$ cat src/source/gfx_vga_pkg.sv
package gfx_vga_pkg;

  // horizontal mode, in pixels
  localparam int H_VISIBLE     = 8;
  localparam int H_FRONT_PORCH = 2;
  localparam int H_SYNC_PULSE  = 2;
  localparam int H_BACK_PORCH  = 2;
  localparam int H_WHOLE_LINE  = 14;

  // vertical mode, in lines
  localparam int V_VISIBLE     = 4;
  localparam int V_FRONT_PORCH = 1;
  localparam int V_SYNC_PULSE  = 1;
  localparam int V_BACK_PORCH  = 1;
  localparam int V_WHOLE_FRAME = 7;

  // sync pulse windows, start inclusive and end exclusive
  localparam int H_SYNC_START = H_VISIBLE + H_FRONT_PORCH;
  localparam int H_SYNC_END   = H_SYNC_START + H_SYNC_PULSE;
  localparam int V_SYNC_START = V_VISIBLE + V_FRONT_PORCH;
  localparam int V_SYNC_END   = V_SYNC_START + V_SYNC_PULSE;

  // 4 bits per channel, red in the top nibble
  localparam int PIXEL_BITS = 12;
  localparam int COLOR_BITS = 4;

  // one spare bit so off-screen coordinates reach the writer and get clipped
  localparam int FB_X_BITS = $clog2(H_VISIBLE) + 1;
  localparam int FB_Y_BITS = $clog2(V_VISIBLE) + 1;

  localparam int FB_PIXELS    = H_VISIBLE * V_VISIBLE;
  localparam int FB_ADDR_BITS = $clog2(FB_PIXELS);

  localparam int H_CNT_BITS = $clog2(H_WHOLE_LINE);
  localparam int V_CNT_BITS = $clog2(V_WHOLE_FRAME);

  // clk cycles per emitted pixel
  localparam int PIXEL_DIV      = 2;
  localparam int PIXEL_DIV_BITS = $clog2(PIXEL_DIV);

  localparam int FIFO_DEPTH        = 16;
  localparam int FIFO_ADDR_BITS    = $clog2(FIFO_DEPTH);
  localparam int ALMOST_FULL_LEVEL = 8;

  typedef logic [FB_ADDR_BITS-1:0]   fb_addr_t;
  typedef logic [PIXEL_BITS-1:0]     pixel_color_t;
  typedef logic [H_CNT_BITS-1:0]     h_cnt_t;
  typedef logic [V_CNT_BITS-1:0]     v_cnt_t;
  typedef logic [FIFO_ADDR_BITS-1:0] fifo_ptr_t;
  typedef logic [FIFO_ADDR_BITS:0]   fifo_cnt_t;
  typedef logic [PIXEL_DIV_BITS-1:0] div_cnt_t;

  typedef struct packed {
    logic         we;
    fb_addr_t     addr;
    pixel_color_t color;
  } fb_write_t;

  // sync levels are active low
  typedef struct packed {
    fb_addr_t addr;
    logic     hsync;
    logic     vsync;
    logic     visible;
  } scan_beat_t;

  typedef struct packed {
    logic         hsync;
    logic         vsync;
    pixel_color_t color;
  } vga_pixel_t;

  typedef enum logic [0:0] {
    IDLE,
    CLEAR
  } writer_state_e;

endpackage

$ cat src/source/fb_writer.sv
module fb_writer (
  input  logic                                clk,
  input  logic                                rst,
  input  logic [gfx_vga_pkg::FB_X_BITS-1:0]   gfx_x,
  input  logic [gfx_vga_pkg::FB_Y_BITS-1:0]   gfx_y,
  input  logic [gfx_vga_pkg::PIXEL_BITS-1:0]  gfx_color,
  input  logic                                gfx_valid,
  input  logic                                gfx_clear,
  output logic                                gfx_ready,
  output gfx_vga_pkg::fb_write_t              fb_write
);

  gfx_vga_pkg::writer_state_e state;
  gfx_vga_pkg::fb_addr_t      clr_addr;
  gfx_vga_pkg::fb_addr_t      pix_addr;
  logic                       in_range;

  // the client is only served outside of a clear sweep
  assign gfx_ready = (state == gfx_vga_pkg::IDLE);

  // clip to the visible area
  assign in_range = (int'(gfx_x) < gfx_vga_pkg::H_VISIBLE) &&
                    (int'(gfx_y) < gfx_vga_pkg::V_VISIBLE);

  // raster address, row major
  assign pix_addr = gfx_vga_pkg::fb_addr_t'(int'(gfx_y) * gfx_vga_pkg::H_VISIBLE +
                                            int'(gfx_x));

  always_ff @(posedge clk) begin
    if (rst) begin
      state       <= gfx_vga_pkg::CLEAR;
      clr_addr    <= '0;
      fb_write.we <= 1'b0;
    end else begin
      case (state)
        gfx_vga_pkg::IDLE: begin
          // off-screen pixels are taken but never written
          fb_write.we    <= gfx_valid && in_range;
          fb_write.addr  <= pix_addr;
          fb_write.color <= gfx_color;
          if (gfx_clear) begin
            state    <= gfx_vga_pkg::CLEAR;
            clr_addr <= '0;
          end
        end
        gfx_vga_pkg::CLEAR: begin
          // one zero write per cycle across the whole buffer
          fb_write.we    <= 1'b1;
          fb_write.addr  <= clr_addr;
          fb_write.color <= '0;
          clr_addr       <= clr_addr + 1'b1;
          if (int'(clr_addr) == gfx_vga_pkg::FB_PIXELS - 1) begin
            state <= gfx_vga_pkg::IDLE;
          end
        end
        default: state <= gfx_vga_pkg::CLEAR;
      endcase
    end
  end

  // every write lands inside the buffer
  assert property (@(posedge clk) disable iff (rst)
    fb_write.we |-> int'(fb_write.addr) < gfx_vga_pkg::FB_PIXELS);

endmodule

$ cat src/source/fb_memory.sv
module fb_memory (
  input  logic                                clk,
  input  gfx_vga_pkg::fb_write_t              fb_write,
  input  logic [gfx_vga_pkg::FB_ADDR_BITS-1:0] rd_addr,
  output logic [gfx_vga_pkg::PIXEL_BITS-1:0]  rd_color
);

  // one word per visible pixel
  gfx_vga_pkg::pixel_color_t mem [gfx_vga_pkg::FB_PIXELS];

  // write port, driven by the writer only
  always_ff @(posedge clk) begin
    if (fb_write.we) begin
      mem[fb_write.addr] <= fb_write.color;
    end
  end

  // registered read port for the scan side
  // a read that collides with a write sees the old word
  always_ff @(posedge clk) begin
    rd_color <= mem[rd_addr];
  end

endmodule

$ cat src/source/vga_timing.sv
module vga_timing (
  input  logic                    clk,
  input  logic                    rst,
  input  logic                    vga_enable,
  input  logic                    fifo_almost_full,
  output gfx_vga_pkg::scan_beat_t beat,
  output logic                    beat_strobe,
  output logic                    gfx_vsync
);

  gfx_vga_pkg::h_cnt_t     x_cnt;
  gfx_vga_pkg::v_cnt_t     y_cnt;
  gfx_vga_pkg::scan_beat_t next_beat;
  logic                    advance;
  logic                    last_x;
  logic                    last_y;

  // hold position while paused or while the output FIFO is backing up
  assign advance = vga_enable && !fifo_almost_full;

  assign last_x = (int'(x_cnt) == gfx_vga_pkg::H_WHOLE_LINE - 1);
  assign last_y = (int'(y_cnt) == gfx_vga_pkg::V_WHOLE_FRAME - 1);

  // decode the current raster position
  always_comb begin
    next_beat.visible = (int'(x_cnt) < gfx_vga_pkg::H_VISIBLE) &&
                        (int'(y_cnt) < gfx_vga_pkg::V_VISIBLE);
    next_beat.hsync   = !((int'(x_cnt) >= gfx_vga_pkg::H_SYNC_START) &&
                          (int'(x_cnt) <  gfx_vga_pkg::H_SYNC_END));
    next_beat.vsync   = !((int'(y_cnt) >= gfx_vga_pkg::V_SYNC_START) &&
                          (int'(y_cnt) <  gfx_vga_pkg::V_SYNC_END));
    if (next_beat.visible) begin
      next_beat.addr = gfx_vga_pkg::fb_addr_t'(int'(y_cnt) * gfx_vga_pkg::H_VISIBLE +
                                               int'(x_cnt));
    end else begin
      next_beat.addr = '0;
    end
  end

  // raster counters
  always_ff @(posedge clk) begin
    if (rst) begin
      x_cnt <= '0;
      y_cnt <= '0;
    end else if (advance) begin
      if (last_x) begin
        x_cnt <= '0;
        y_cnt <= last_y ? '0 : y_cnt + 1'b1;
      end else begin
        x_cnt <= x_cnt + 1'b1;
      end
    end
  end

  // beat register, idles with syncs inactive
  always_ff @(posedge clk) begin
    if (rst) begin
      beat.addr    <= '0;
      beat.hsync   <= 1'b1;
      beat.vsync   <= 1'b1;
      beat.visible <= 1'b0;
      beat_strobe  <= 1'b0;
    end else begin
      beat_strobe <= advance;
      if (advance) begin
        beat <= next_beat;
      end
    end
  end

  // client sees the scan-side vsync, as the panel will a little later
  assign gfx_vsync = beat.vsync;

  assert property (@(posedge clk) disable iff (rst)
    int'(x_cnt) < gfx_vga_pkg::H_WHOLE_LINE);

  assert property (@(posedge clk) disable iff (rst)
    int'(y_cnt) < gfx_vga_pkg::V_WHOLE_FRAME);

endmodule

$ cat src/source/pixel_fetch.sv
module pixel_fetch (
  input  logic                                 clk,
  input  logic                                 rst,
  input  gfx_vga_pkg::scan_beat_t              beat,
  input  logic                                 beat_strobe,
  output logic [gfx_vga_pkg::FB_ADDR_BITS-1:0] rd_addr,
  input  logic [gfx_vga_pkg::PIXEL_BITS-1:0]   rd_color,
  output gfx_vga_pkg::vga_pixel_t              pixel,
  output logic                                 push
);

  logic hsync_q;
  logic vsync_q;
  logic visible_q;

  // memory read issued in the beat's own cycle
  assign rd_addr = beat.addr;

  // one stage to match the registered read port
  // a new beat can enter while the previous one is here, so two are in flight
  always_ff @(posedge clk) begin
    if (rst) begin
      push      <= 1'b0;
      hsync_q   <= 1'b1;
      vsync_q   <= 1'b1;
      visible_q <= 1'b0;
    end else begin
      push <= beat_strobe;
      if (beat_strobe) begin
        hsync_q   <= beat.hsync;
        vsync_q   <= beat.vsync;
        visible_q <= beat.visible;
      end
    end
  end

  // read data is meaningless in the porches, so blank it
  always_comb begin
    pixel.hsync = hsync_q;
    pixel.vsync = vsync_q;
    pixel.color = visible_q ? rd_color : '0;
  end

endmodule

$ cat src/source/pixel_out_fifo.sv
module pixel_out_fifo (
  input  logic                               clk,
  input  logic                               rst,
  input  gfx_vga_pkg::vga_pixel_t            pixel,
  input  logic                               push,
  output logic                               almost_full,
  output logic [gfx_vga_pkg::COLOR_BITS-1:0] vga_red,
  output logic [gfx_vga_pkg::COLOR_BITS-1:0] vga_grn,
  output logic [gfx_vga_pkg::COLOR_BITS-1:0] vga_blu,
  output logic                               vga_hsync,
  output logic                               vga_vsync,
  output logic                               vga_valid
);

  gfx_vga_pkg::vga_pixel_t mem [gfx_vga_pkg::FIFO_DEPTH];

  gfx_vga_pkg::fifo_ptr_t wr_ptr;
  gfx_vga_pkg::fifo_ptr_t rd_ptr;
  gfx_vga_pkg::fifo_cnt_t count;
  gfx_vga_pkg::div_cnt_t  div_cnt;
  gfx_vga_pkg::vga_pixel_t head;

  logic full;
  logic empty;
  logic tick;
  logic pop;

  assign full  = (count == gfx_vga_pkg::fifo_cnt_t'(gfx_vga_pkg::FIFO_DEPTH));
  assign empty = (count == '0);

  // throttle for the raster counters, with room for the pixels in flight
  assign almost_full = (count >= gfx_vga_pkg::fifo_cnt_t'(gfx_vga_pkg::ALMOST_FULL_LEVEL));

  // pixel rate, one tick every PIXEL_DIV cycles
  assign tick = (div_cnt == gfx_vga_pkg::div_cnt_t'(gfx_vga_pkg::PIXEL_DIV - 1));
  assign pop  = tick && !empty;
  assign head = mem[rd_ptr];

  always_ff @(posedge clk) begin
    if (rst) begin
      div_cnt <= '0;
    end else if (tick) begin
      div_cnt <= '0;
    end else begin
      div_cnt <= div_cnt + 1'b1;
    end
  end

  // storage
  always_ff @(posedge clk) begin
    if (push) begin
      mem[wr_ptr] <= pixel;
    end
  end

  // pointers wrap on their own, depth is a power of two
  always_ff @(posedge clk) begin
    if (rst) begin
      wr_ptr <= '0;
      rd_ptr <= '0;
      count  <= '0;
    end else begin
      if (push) begin
        wr_ptr <= wr_ptr + 1'b1;
      end
      if (pop) begin
        rd_ptr <= rd_ptr + 1'b1;
      end
      case ({push, pop})
        2'b10:   count <= count + 1'b1;
        2'b01:   count <= count - 1'b1;
        default: count <= count;
      endcase
    end
  end

  // registered VGA outputs, syncs idle high
  always_ff @(posedge clk) begin
    if (rst) begin
      vga_hsync <= 1'b1;
      vga_vsync <= 1'b1;
      vga_red   <= '0;
      vga_grn   <= '0;
      vga_blu   <= '0;
      vga_valid <= 1'b0;
    end else begin
      vga_valid <= pop;
      if (pop) begin
        vga_hsync <= head.hsync;
        vga_vsync <= head.vsync;
        {vga_red, vga_grn, vga_blu} <= head.color;
      end
    end
  end

  // the almost-full margin must cover the beats still in the pipeline
  assert property (@(posedge clk) disable iff (rst)
    push |-> !full);

  // an emitted pixel was stored in the FIFO before it left
  assert property (@(posedge clk) disable iff (rst)
    vga_valid |-> $past(count) != '0);

endmodule

$ cat src/source/gfx_vga.sv
module gfx_vga (
  input  logic                               clk,
  input  logic                               rst,

  // drawing client
  input  logic [gfx_vga_pkg::FB_X_BITS-1:0]  gfx_x,
  input  logic [gfx_vga_pkg::FB_Y_BITS-1:0]  gfx_y,
  input  logic [gfx_vga_pkg::PIXEL_BITS-1:0] gfx_color,
  input  logic                               gfx_valid,
  input  logic                               gfx_clear,
  output logic                               gfx_ready,
  output logic                               gfx_vsync,

  // VGA side
  input  logic                               vga_enable,
  output logic [gfx_vga_pkg::COLOR_BITS-1:0] vga_red,
  output logic [gfx_vga_pkg::COLOR_BITS-1:0] vga_grn,
  output logic [gfx_vga_pkg::COLOR_BITS-1:0] vga_blu,
  output logic                               vga_hsync,
  output logic                               vga_vsync,
  output logic                               vga_valid
);

  gfx_vga_pkg::fb_write_t    fb_write;
  gfx_vga_pkg::fb_addr_t     rd_addr;
  gfx_vga_pkg::pixel_color_t rd_color;
  gfx_vga_pkg::scan_beat_t   beat;
  gfx_vga_pkg::vga_pixel_t   pixel;
  logic                      beat_strobe;
  logic                      push;
  logic                      fifo_almost_full;

  fb_writer fb_writer_inst (
    .clk      (clk),
    .rst      (rst),
    .gfx_x    (gfx_x),
    .gfx_y    (gfx_y),
    .gfx_color(gfx_color),
    .gfx_valid(gfx_valid),
    .gfx_clear(gfx_clear),
    .gfx_ready(gfx_ready),
    .fb_write (fb_write)
  );

  fb_memory fb_memory_inst (
    .clk     (clk),
    .fb_write(fb_write),
    .rd_addr (rd_addr),
    .rd_color(rd_color)
  );

  vga_timing vga_timing_inst (
    .clk             (clk),
    .rst             (rst),
    .vga_enable      (vga_enable),
    .fifo_almost_full(fifo_almost_full),
    .beat            (beat),
    .beat_strobe     (beat_strobe),
    .gfx_vsync       (gfx_vsync)
  );

  pixel_fetch pixel_fetch_inst (
    .clk        (clk),
    .rst        (rst),
    .beat       (beat),
    .beat_strobe(beat_strobe),
    .rd_addr    (rd_addr),
    .rd_color   (rd_color),
    .pixel      (pixel),
    .push       (push)
  );

  pixel_out_fifo pixel_out_fifo_inst (
    .clk        (clk),
    .rst        (rst),
    .pixel      (pixel),
    .push       (push),
    .almost_full(fifo_almost_full),
    .vga_red    (vga_red),
    .vga_grn    (vga_grn),
    .vga_blu    (vga_blu),
    .vga_hsync  (vga_hsync),
    .vga_vsync  (vga_vsync),
    .vga_valid  (vga_valid)
  );

endmodule

$ cat config.mk
export PLATFORM = sky130hd
export DESIGN_NAME = gfx_vga
export DESIGN_NICKNAME = d
export VERILOG_FILES = /design/src/source/gfx_vga_pkg.sv /design/src/source/fb_writer.sv /design/src/source/fb_memory.sv /design/src/source/vga_timing.sv /design/src/source/pixel_fetch.sv /design/src/source/pixel_out_fifo.sv /design/src/source/gfx_vga.sv
export SDC_FILE = /design/constraint.sdc
export NUM_CORES = 1
export LEC_CHECK = 0
export BUFFER_PORTS_ARGS = -buffer_cell sky130_fd_sc_hd__buf_2
export CAP_MARGIN = 5
export CORE_MARGIN = 1
export CORE_UTILIZATION = 40
export CTS_BUF_LIST = sky130_fd_sc_hd__clkbuf_16
export DETAILED_ROUTE_END_ITERATION = 8
export PLACE_DENSITY_LB_ADDON = 0.25
export SYNTH_ARGS = -nofsm -noshare
export SYNTH_HDL_FRONTEND = slang
export SYNTH_HIERARCHICAL = 1
export SYNTH_SLANG_ARGS = --single-unit
$ cat constraint.sdc
create_clock -name clk -period 3.4 [get_ports clk]
set_input_delay 0.68 -clock clk [delete_from_list [all_inputs] [get_ports clk]]
set_output_delay 0.68 -clock clk [all_outputs]
set_load 0.05 [all_outputs]
# After elaboration in Yosys (flattened, before gate mapping)
# Memory sizes are Yosys's and may differ from the RTL's. A register that Yosys moved wholly into a read port is not among the register bits.
# Cells that the tools add are included.
[totals]
regBits = 59
mem_bits_rw = 608
inputBits = 24
output_inout_bits = 17
elab_cells = 79
n_memories = 2
[classes]
add_sub_neg = 10
n_lt_le_gt_ge = 9
n_eq_ne = 6
mux = 15
bitwise = 1
reduce_logical = 15
[memory_table]
columns = ["name", "depth", "width", "read_ports", "rd_clocked_by_memory_dff", "write_ports", "line_no", "text"]
rows = [
  ["fb_memory_inst.mem", 32, 12, 1, 1, 1, "fb_memory.sv:9", "gfx_vga_pkg::pixel_color_t mem [gfx_vga_pkg::FB_PIXELS];"],
  ["pixel_out_fifo_inst.mem", 16, 14, 1, 1, 1, "pixel_out_fifo.sv:15", "gfx_vga_pkg::vga_pixel_t mem [gfx_vga_pkg::FIFO_DEPTH];"],
]
[ops]
columns = ["cell", "n"]
rows = [
  ["case mux 18 bit (2 select lines)", 1],
  ["case mux 5 bit (2 select lines)", 2],
  ["adder 4 x 1 -> 4 bit, second input constant", 3],
  ["less-than comparator 4 bit, second input constant", 3],
  ["2-to-1 mux 12 bit", 1],
  ["adder 5 x 1 -> 5 bit, second input constant", 2],
  ["adder 5 x 4 -> 5 bit", 2],
  ["2-to-1 mux 5 bit", 2],
  ["less-than comparator 3 bit, second input constant", 3],
  ["logical AND 1 bit", 7],
  ["2-to-1 mux 1 bit", 6],
  ["== test 5 x 1 -> 1 bit, second input constant", 1],
  [">= comparator 5 x 4 -> 1 bit, second input constant", 1],
  ["logical NOT 5 bit", 1],
  ["subtractor 5 x 1 -> 5 bit, second input constant", 1],
  ["== test 4 x 3 -> 1 bit, second input constant", 1],
  [">= comparator 4 bit, second input constant", 1],
  ["logical NOT 1 bit", 4],
  ["2-to-1 mux 4 bit", 1],
  ["adder 3 x 1 -> 3 bit, second input constant", 1],
  ["== test 3 x 2 -> 1 bit, second input constant", 1],
  [">= comparator 3 bit, second input constant", 1],
  ["2-to-1 mux 3 bit", 1],
  ["== test 2 x 1 -> 1 bit, second input constant", 1],
  ["8 further kinds", 8],
]

# Depth between registers and ports, before layout
[depth]
depth_word = 5
mapped_depth = 13
ltp_nobuf = 10

# By module
# Netlist, hierarchy kept.
[by_module_without_submodules]
columns = ["mod", "n_inst", "cells_each", "area_each_um2", "seq_area_each_um2"]
rows = [
  ["fb_memory", 1, 868, 15468.6, 11771.3],
  ["pixel_out_fifo", 1, 591, 10003.3, 7307.0],
  ["fb_writer", 1, 77, 1003.5, 650.6],
  ["vga_timing", 1, 75, 689.4, 320.3],
  ["pixel_fetch", 1, 31, 262.8, 80.1],
]

# Worst setup path before layout
# OpenSTA, ideal clock, no wires.
[synth_path]
path_kind = "register -> register"
from = "register pixel_out_fifo_inst.count[1]"
to = "register pixel_out_fifo_inst.count[2]"
setup_time_ns = 0.073
arrival_time_ns = 2.788
required_ns = 3.327
slack_ns = 0.539
stages_incl_launch_ff = 14
n_path_buf = 3
period_less_slack_ns = 2.861
path_cell_list = "dfxtp_1 > buf_6 > or4_4 > o21ai_4 > inv_4 > buf_6 > ha_1 > clkbuf_1 > xor2_1 > ha_1 > a21oi_1 > xor2_1 > or3_1 > a21oi_1"
[synth_between]
elab_chain_cells = 5
word_cells_on_any_way = 9
cone_classes = "2 x add/sub; 2 x eq/ne; 1 x mux; 4 x reduce/logical"
[synth_rtl]
columns = ["element", "line_no", "text"]
rows = [
  ["start: declaration", "pixel_out_fifo.sv:19", "gfx_vga_pkg::fifo_cnt_t count;"],
  ["start signal: assignment", "pixel_out_fifo.sv:70", "2'b10: count <= count + 1'b1;"],
  ["start signal: assignment", "pixel_out_fifo.sv:71", "2'b01: count <= count - 1'b1;"],
  ["start signal: assignment", "pixel_out_fifo.sv:72", "default: count <= count;"],
  ["logical NOT 5 bit (*)", "pixel_out_fifo.sv:29", "assign empty = (count == '0);"],
  ["logical NOT 1 bit (*)", "pixel_out_fifo.sv:36", "assign pop = tick && !empty;"],
  ["logical AND 1 bit (*)", "pixel_out_fifo.sv:36", ""],
  ["named net pixel_out_fifo_inst.pop", "pixel_out_fifo.sv:26", "logic pop;"],
  ["== test 2 x 1 -> 1 bit / == test 2 bit (equally long branches)", "pixel_out_fifo.sv:69", "case ({push, pop})"],
  ["case mux 5 bit (2 select lines) / nonzero test 2 bit (equally long branches)", "--", ""],
]
# Mark *: on every way through the listed nets, which the timed path passes. The rest lies on a longest branch.
# A chain may end at the register's enable or synchronous reset.

# Worst setup path in the final report
[layout_path]
from = "register pixel_out_fifo_inst.count[1]"
to = "register pixel_out_fifo_inst.count[3]"
[layout_between]
elab_chain_cells = 5
word_cells_on_any_way = 9
cone_classes = "2 x add/sub; 2 x eq/ne; 1 x mux; 4 x reduce/logical"
[layout_rtl]
columns = ["element"]
rows = [
  ["branches (longest 5 deep; another with subtractor 5 x 1 -> 5 bit)"],
]
# Several ways; the timed one is not identified.

==> impl_metrics.py <==
metrics = {
    "floorplanning": {
        "core_sq_um": 67500,
        "die_width_microns": 264,
        "ios": 41,
        "die_y_microns": 264,
        "die_area_sq_um": 69600,
        "start_util_pct": 40.6,
        "rows": 95,
    },
    "final_layout": {
        "antenna_cells": 0,
        "fillCellCount": 5852,
        "seqCellArea_sq_um": 20100,
        "syn_to_final_growth_pct": 12.2,
        "final_cell_mix": "625 x edfxtp_1, 293 x mux2i_1, 78 x nor2_1, 73 x clkbuf_16, 66 x dfxtp_1",
        "fin_util_pct": 45.6,
        "final_common_cell": "edfxtp_1",
        "final_nets": 1761,
        "multi_input_area_sq_um": 6600,
        "design_area_sq_um": 30800,
        "layout-drive-gt1-share_pct": 14.0,
    },
    "worst_hold_path": {
        "hp-class": "primary input to flip-flop",
        "holdPathEnd": "fb_writer_inst/fb_write[17]",
        "holdPathStages": 3,
        "worstHoldStart": "gfx_valid",
    },
    "critical_path": {
        "r2r_cells": 9,
        "rr_endpoint": "pixel_out_fifo_inst/count[3]",
        "cp_max_fo": 28,
        "cp.arrival_ns": 3.54,
        "worstSetupPathType": "flip-flop to flip-flop",
        "cp-end-kind": "flip-flop",
        "r2r_slack_ns": 0.38,
        "crit_required_ns": 3.91,
        "r2r-start": "pixel_out_fifo_inst/count[1]",
        "cp-start-kind": "flip-flop",
    },
    "synthesis": {
        "ys_ff_latch": 693,
        "synth_top_flop_cell": "edfxtp_1",
        "seq_area_frac_synth_pct": 73.4,
        "netlist_area_sq_um": 27400,
        "synth.distinct_cells": 62,
        "syn_nets": 1679,
        "synth.avg_cell_area_sq_um": 16.7,
        "async_reset_ff_share_pct": 0,
        "yosysWarnings": 6,
        "synth_edf_count": 625,
        "syn_inst": 1642,
    },
    "cts": {
        "hold_buffers": 0,
        "clk_path_buf_depth": 3,
        "postCtsSetupBuffers": 0,
        "cts_made_buffers": 71,
        "cts_sinks": 693,
        "insertion_delay_ns": 0.60,
        "path_clk_slew_ns": 0.06,
        "clockRootBuffer": "clkbuf_16",
        "htreeDepth": 3,
        "cts-resized-gates": 0,
        "cts_tree": "built",
    },
    "grt": {
        "grt_pass1_wl_microns": 88600,
        "antenna_found_initial": 0,
        "grt_usage_pct": 16.8,
        "grt_overflow": 0,
        "grt_pass1_vias": 14300,
        "grt_max_degree": 52,
    },
    "power": {
        "leakage_nw": 9.81,
        "power_density_nw_per_um2": 615,
        "switching_share_pct": 24.6,
        "combPwrFrac_pct": 10.9,
        "p_int_mw": 14.3,
        "pwr-share-seq_pct": 51.3,
        "ir_drop_v": 0.000427,
        "netSwitchingPower_mw": 4.66,
        "clockPowerShare_pct": 37.8,
    },
    "sta": {
        "period_share_pct": 88.9,
        "tightest_slew_ns": 1.30,
        "skew_ns": 0.0186,
        "finalCriticalPeriod_ns": 3.02,
        "hold_violations": 0,
        "setup_violations": 0,
        "rsz0062_at_grt": "no",
        "fin_hold_ws_ns": 0.327,
        "fmax_mhz": 331,
        "finalMaxSlewViolations": 0,
        "fin_setup_tns_ns": 0,
        "slew_headroom_pct": 13.5,
    },
    "route": {
        "vias": 14200,
        "drt-total-wl_microns": 58700,
        "ant_nets": 0,
        "dr.pass1.iters": 5,
        "drt_iter0_drc": 1097,
        "drc": 0,
        "viasPerCell": 5.37,
        "post_drt_wl_per_cell_microns": 22.1,
    },
    "run": {
        "cap_violations": 0,
    },
    "place": {
        "io_buffers": 40,
        "place_area_sq_um": 28600,
        "gp_congestion": 0.749,
        "dp.final_hpwl_microns": 35300,
    },
    "status": {
        "status": "completed",
    },
}
## cell families after synthesis
family                     share of synthesized area [%]
xor gates and xnor gates                           0.415
AOI/OAI and AO/OA                                   5.83
and+or+nand+nor                                     5.61
buffers and inverters                               2.65
muxes                                               11.5
adders and majority gates                          0.593
DFF                                                 73.4
## through the flow
stage | power [mW] | setup slack, ns | instances
global route | 19.6 | 0.166 | 2651
global placement | 11.9 | 0.513 | 2523
finish | 18.9 | 0.376 | 2651
CTS | 19.1 | 0.402 | 2650
floorplan | 11.5 | 0.539 | 1642
detailed placement | 12.0 | 0.421 | 2523
## Yosys cell counts, drive strengths merged (3+ instances only)
master	number	area share [%]
a211o	7	0.23
a211oi	14	0.60
a21oi	42	0.77
a22o	24	0.77
a22oi	54	1.5
a31oi	13	0.30
and2	29	0.66
and2b	3	0.087
and3	4	0.096
buf	73	2.2
clkbuf	23	0.31
dfxtp	68	5.0
edfxtp	625	68
ha	13	0.59
inv	9	0.13
mux2	4	0.16
mux2i	293	11
mux4	8	0.66
nand2	41	0.56
nand2b	8	0.18
nand3	31	0.58
nand3b	11	0.30
nand4	14	0.32
nor2	79	1.1
nor2b	18	0.41
nor3	15	0.27
nor3b	4	0.11
nor4	12	0.27
o21ai	6	0.15
o22ai	51	1.2
or2	3	0.068
or3	5	0.11
or3b	6	0.19
xnor2	4	0.13
xor2	9	0.29
## power groups by stage
stage / combinational [mW] / sequential, mW / clock (mW)
finish: 2.07 / 9.71 / 7.16
global route: 2.22 / 9.74 / 7.65
CTS: 2.08 / 9.72 / 7.33
detailed placement: 2.07 / 9.90 / 0
global placement: 2.03 / 9.89 / 0
floorplan: 1.48 / 9.99 / 0
## sequential cells by signal, indices dropped and copies added, names as in the netlist, 3 cells and up
signal                       flops
fb_memory_inst/mem             384
fb_writer_inst/clr_addr          5
pixel_out_fifo_inst/vga_blu      4
pixel_out_fifo_inst/wr_ptr       4
pixel_out_fifo_inst/count        5
fb_writer_inst/fb_write         18
pixel_out_fifo_inst/rd_ptr       4
pixel_out_fifo_inst/vga_grn      4
vga_timing_inst/y_cnt            3
fb_memory_inst/rd_color         12
pixel_out_fifo_inst/mem        224
vga_timing_inst/x_cnt            4
vga_timing_inst/beat             7
pixel_out_fifo_inst/vga_red      4
## worst max-delay path by stage
| stage | start | endpoint | slack, ns | cells past startpoint |
|---|---|---|---|---|
| floorplan | pixel_out_fifo_inst/count[1] | pixel_out_fifo_inst/count[2] | 0.54 | 13 |
| global placement | pixel_out_fifo_inst/count[1] | pixel_out_fifo_inst/count[4] | 0.51 | 10 |
| detailed placement | pixel_out_fifo_inst/count[1] | pixel_out_fifo_inst/count[3] | 0.42 | 9 |
| CTS | pixel_out_fifo_inst/count[1] | pixel_out_fifo_inst/count[3] | 0.40 | 9 |
| global route | pixel_out_fifo_inst/count[1] | pixel_out_fifo_inst/count[4] | 0.17 | 10 |
| finish | pixel_out_fifo_inst/count[1] | pixel_out_fifo_inst/count[3] | 0.38 | 9 |
## per-layer routing
metal	GRT usage [%]	wire, microns
met5	0	0
met3	2.43	1950
met2	29.0	29500
met1	22.0	26000
met4	4.70	1210
## worst max-delay path: stages (launching register included)
cell and delay (ns):
dfxtp_1 0.38, or4_4 0.57, o21ai_4 0.26, inv_4 0.19
ha_1 0.38, ha_1 0.38, inv_1 0.07, or3_1 0.34
a221o_1 0.28, o221ai_1 0.08
## cell type report
cell class	count	area share (%)
Clock buffer	73	5.94
Clock inverter	54	1.00
Inverter	9	0.118
Multi-Input combinational cell	844	21.4
Sequential cell	693	65.4
Tap cell	873	3.55
Timing Repair Buffer	105	2.54
Note: power is estimated with default switching activity, not from simulation.
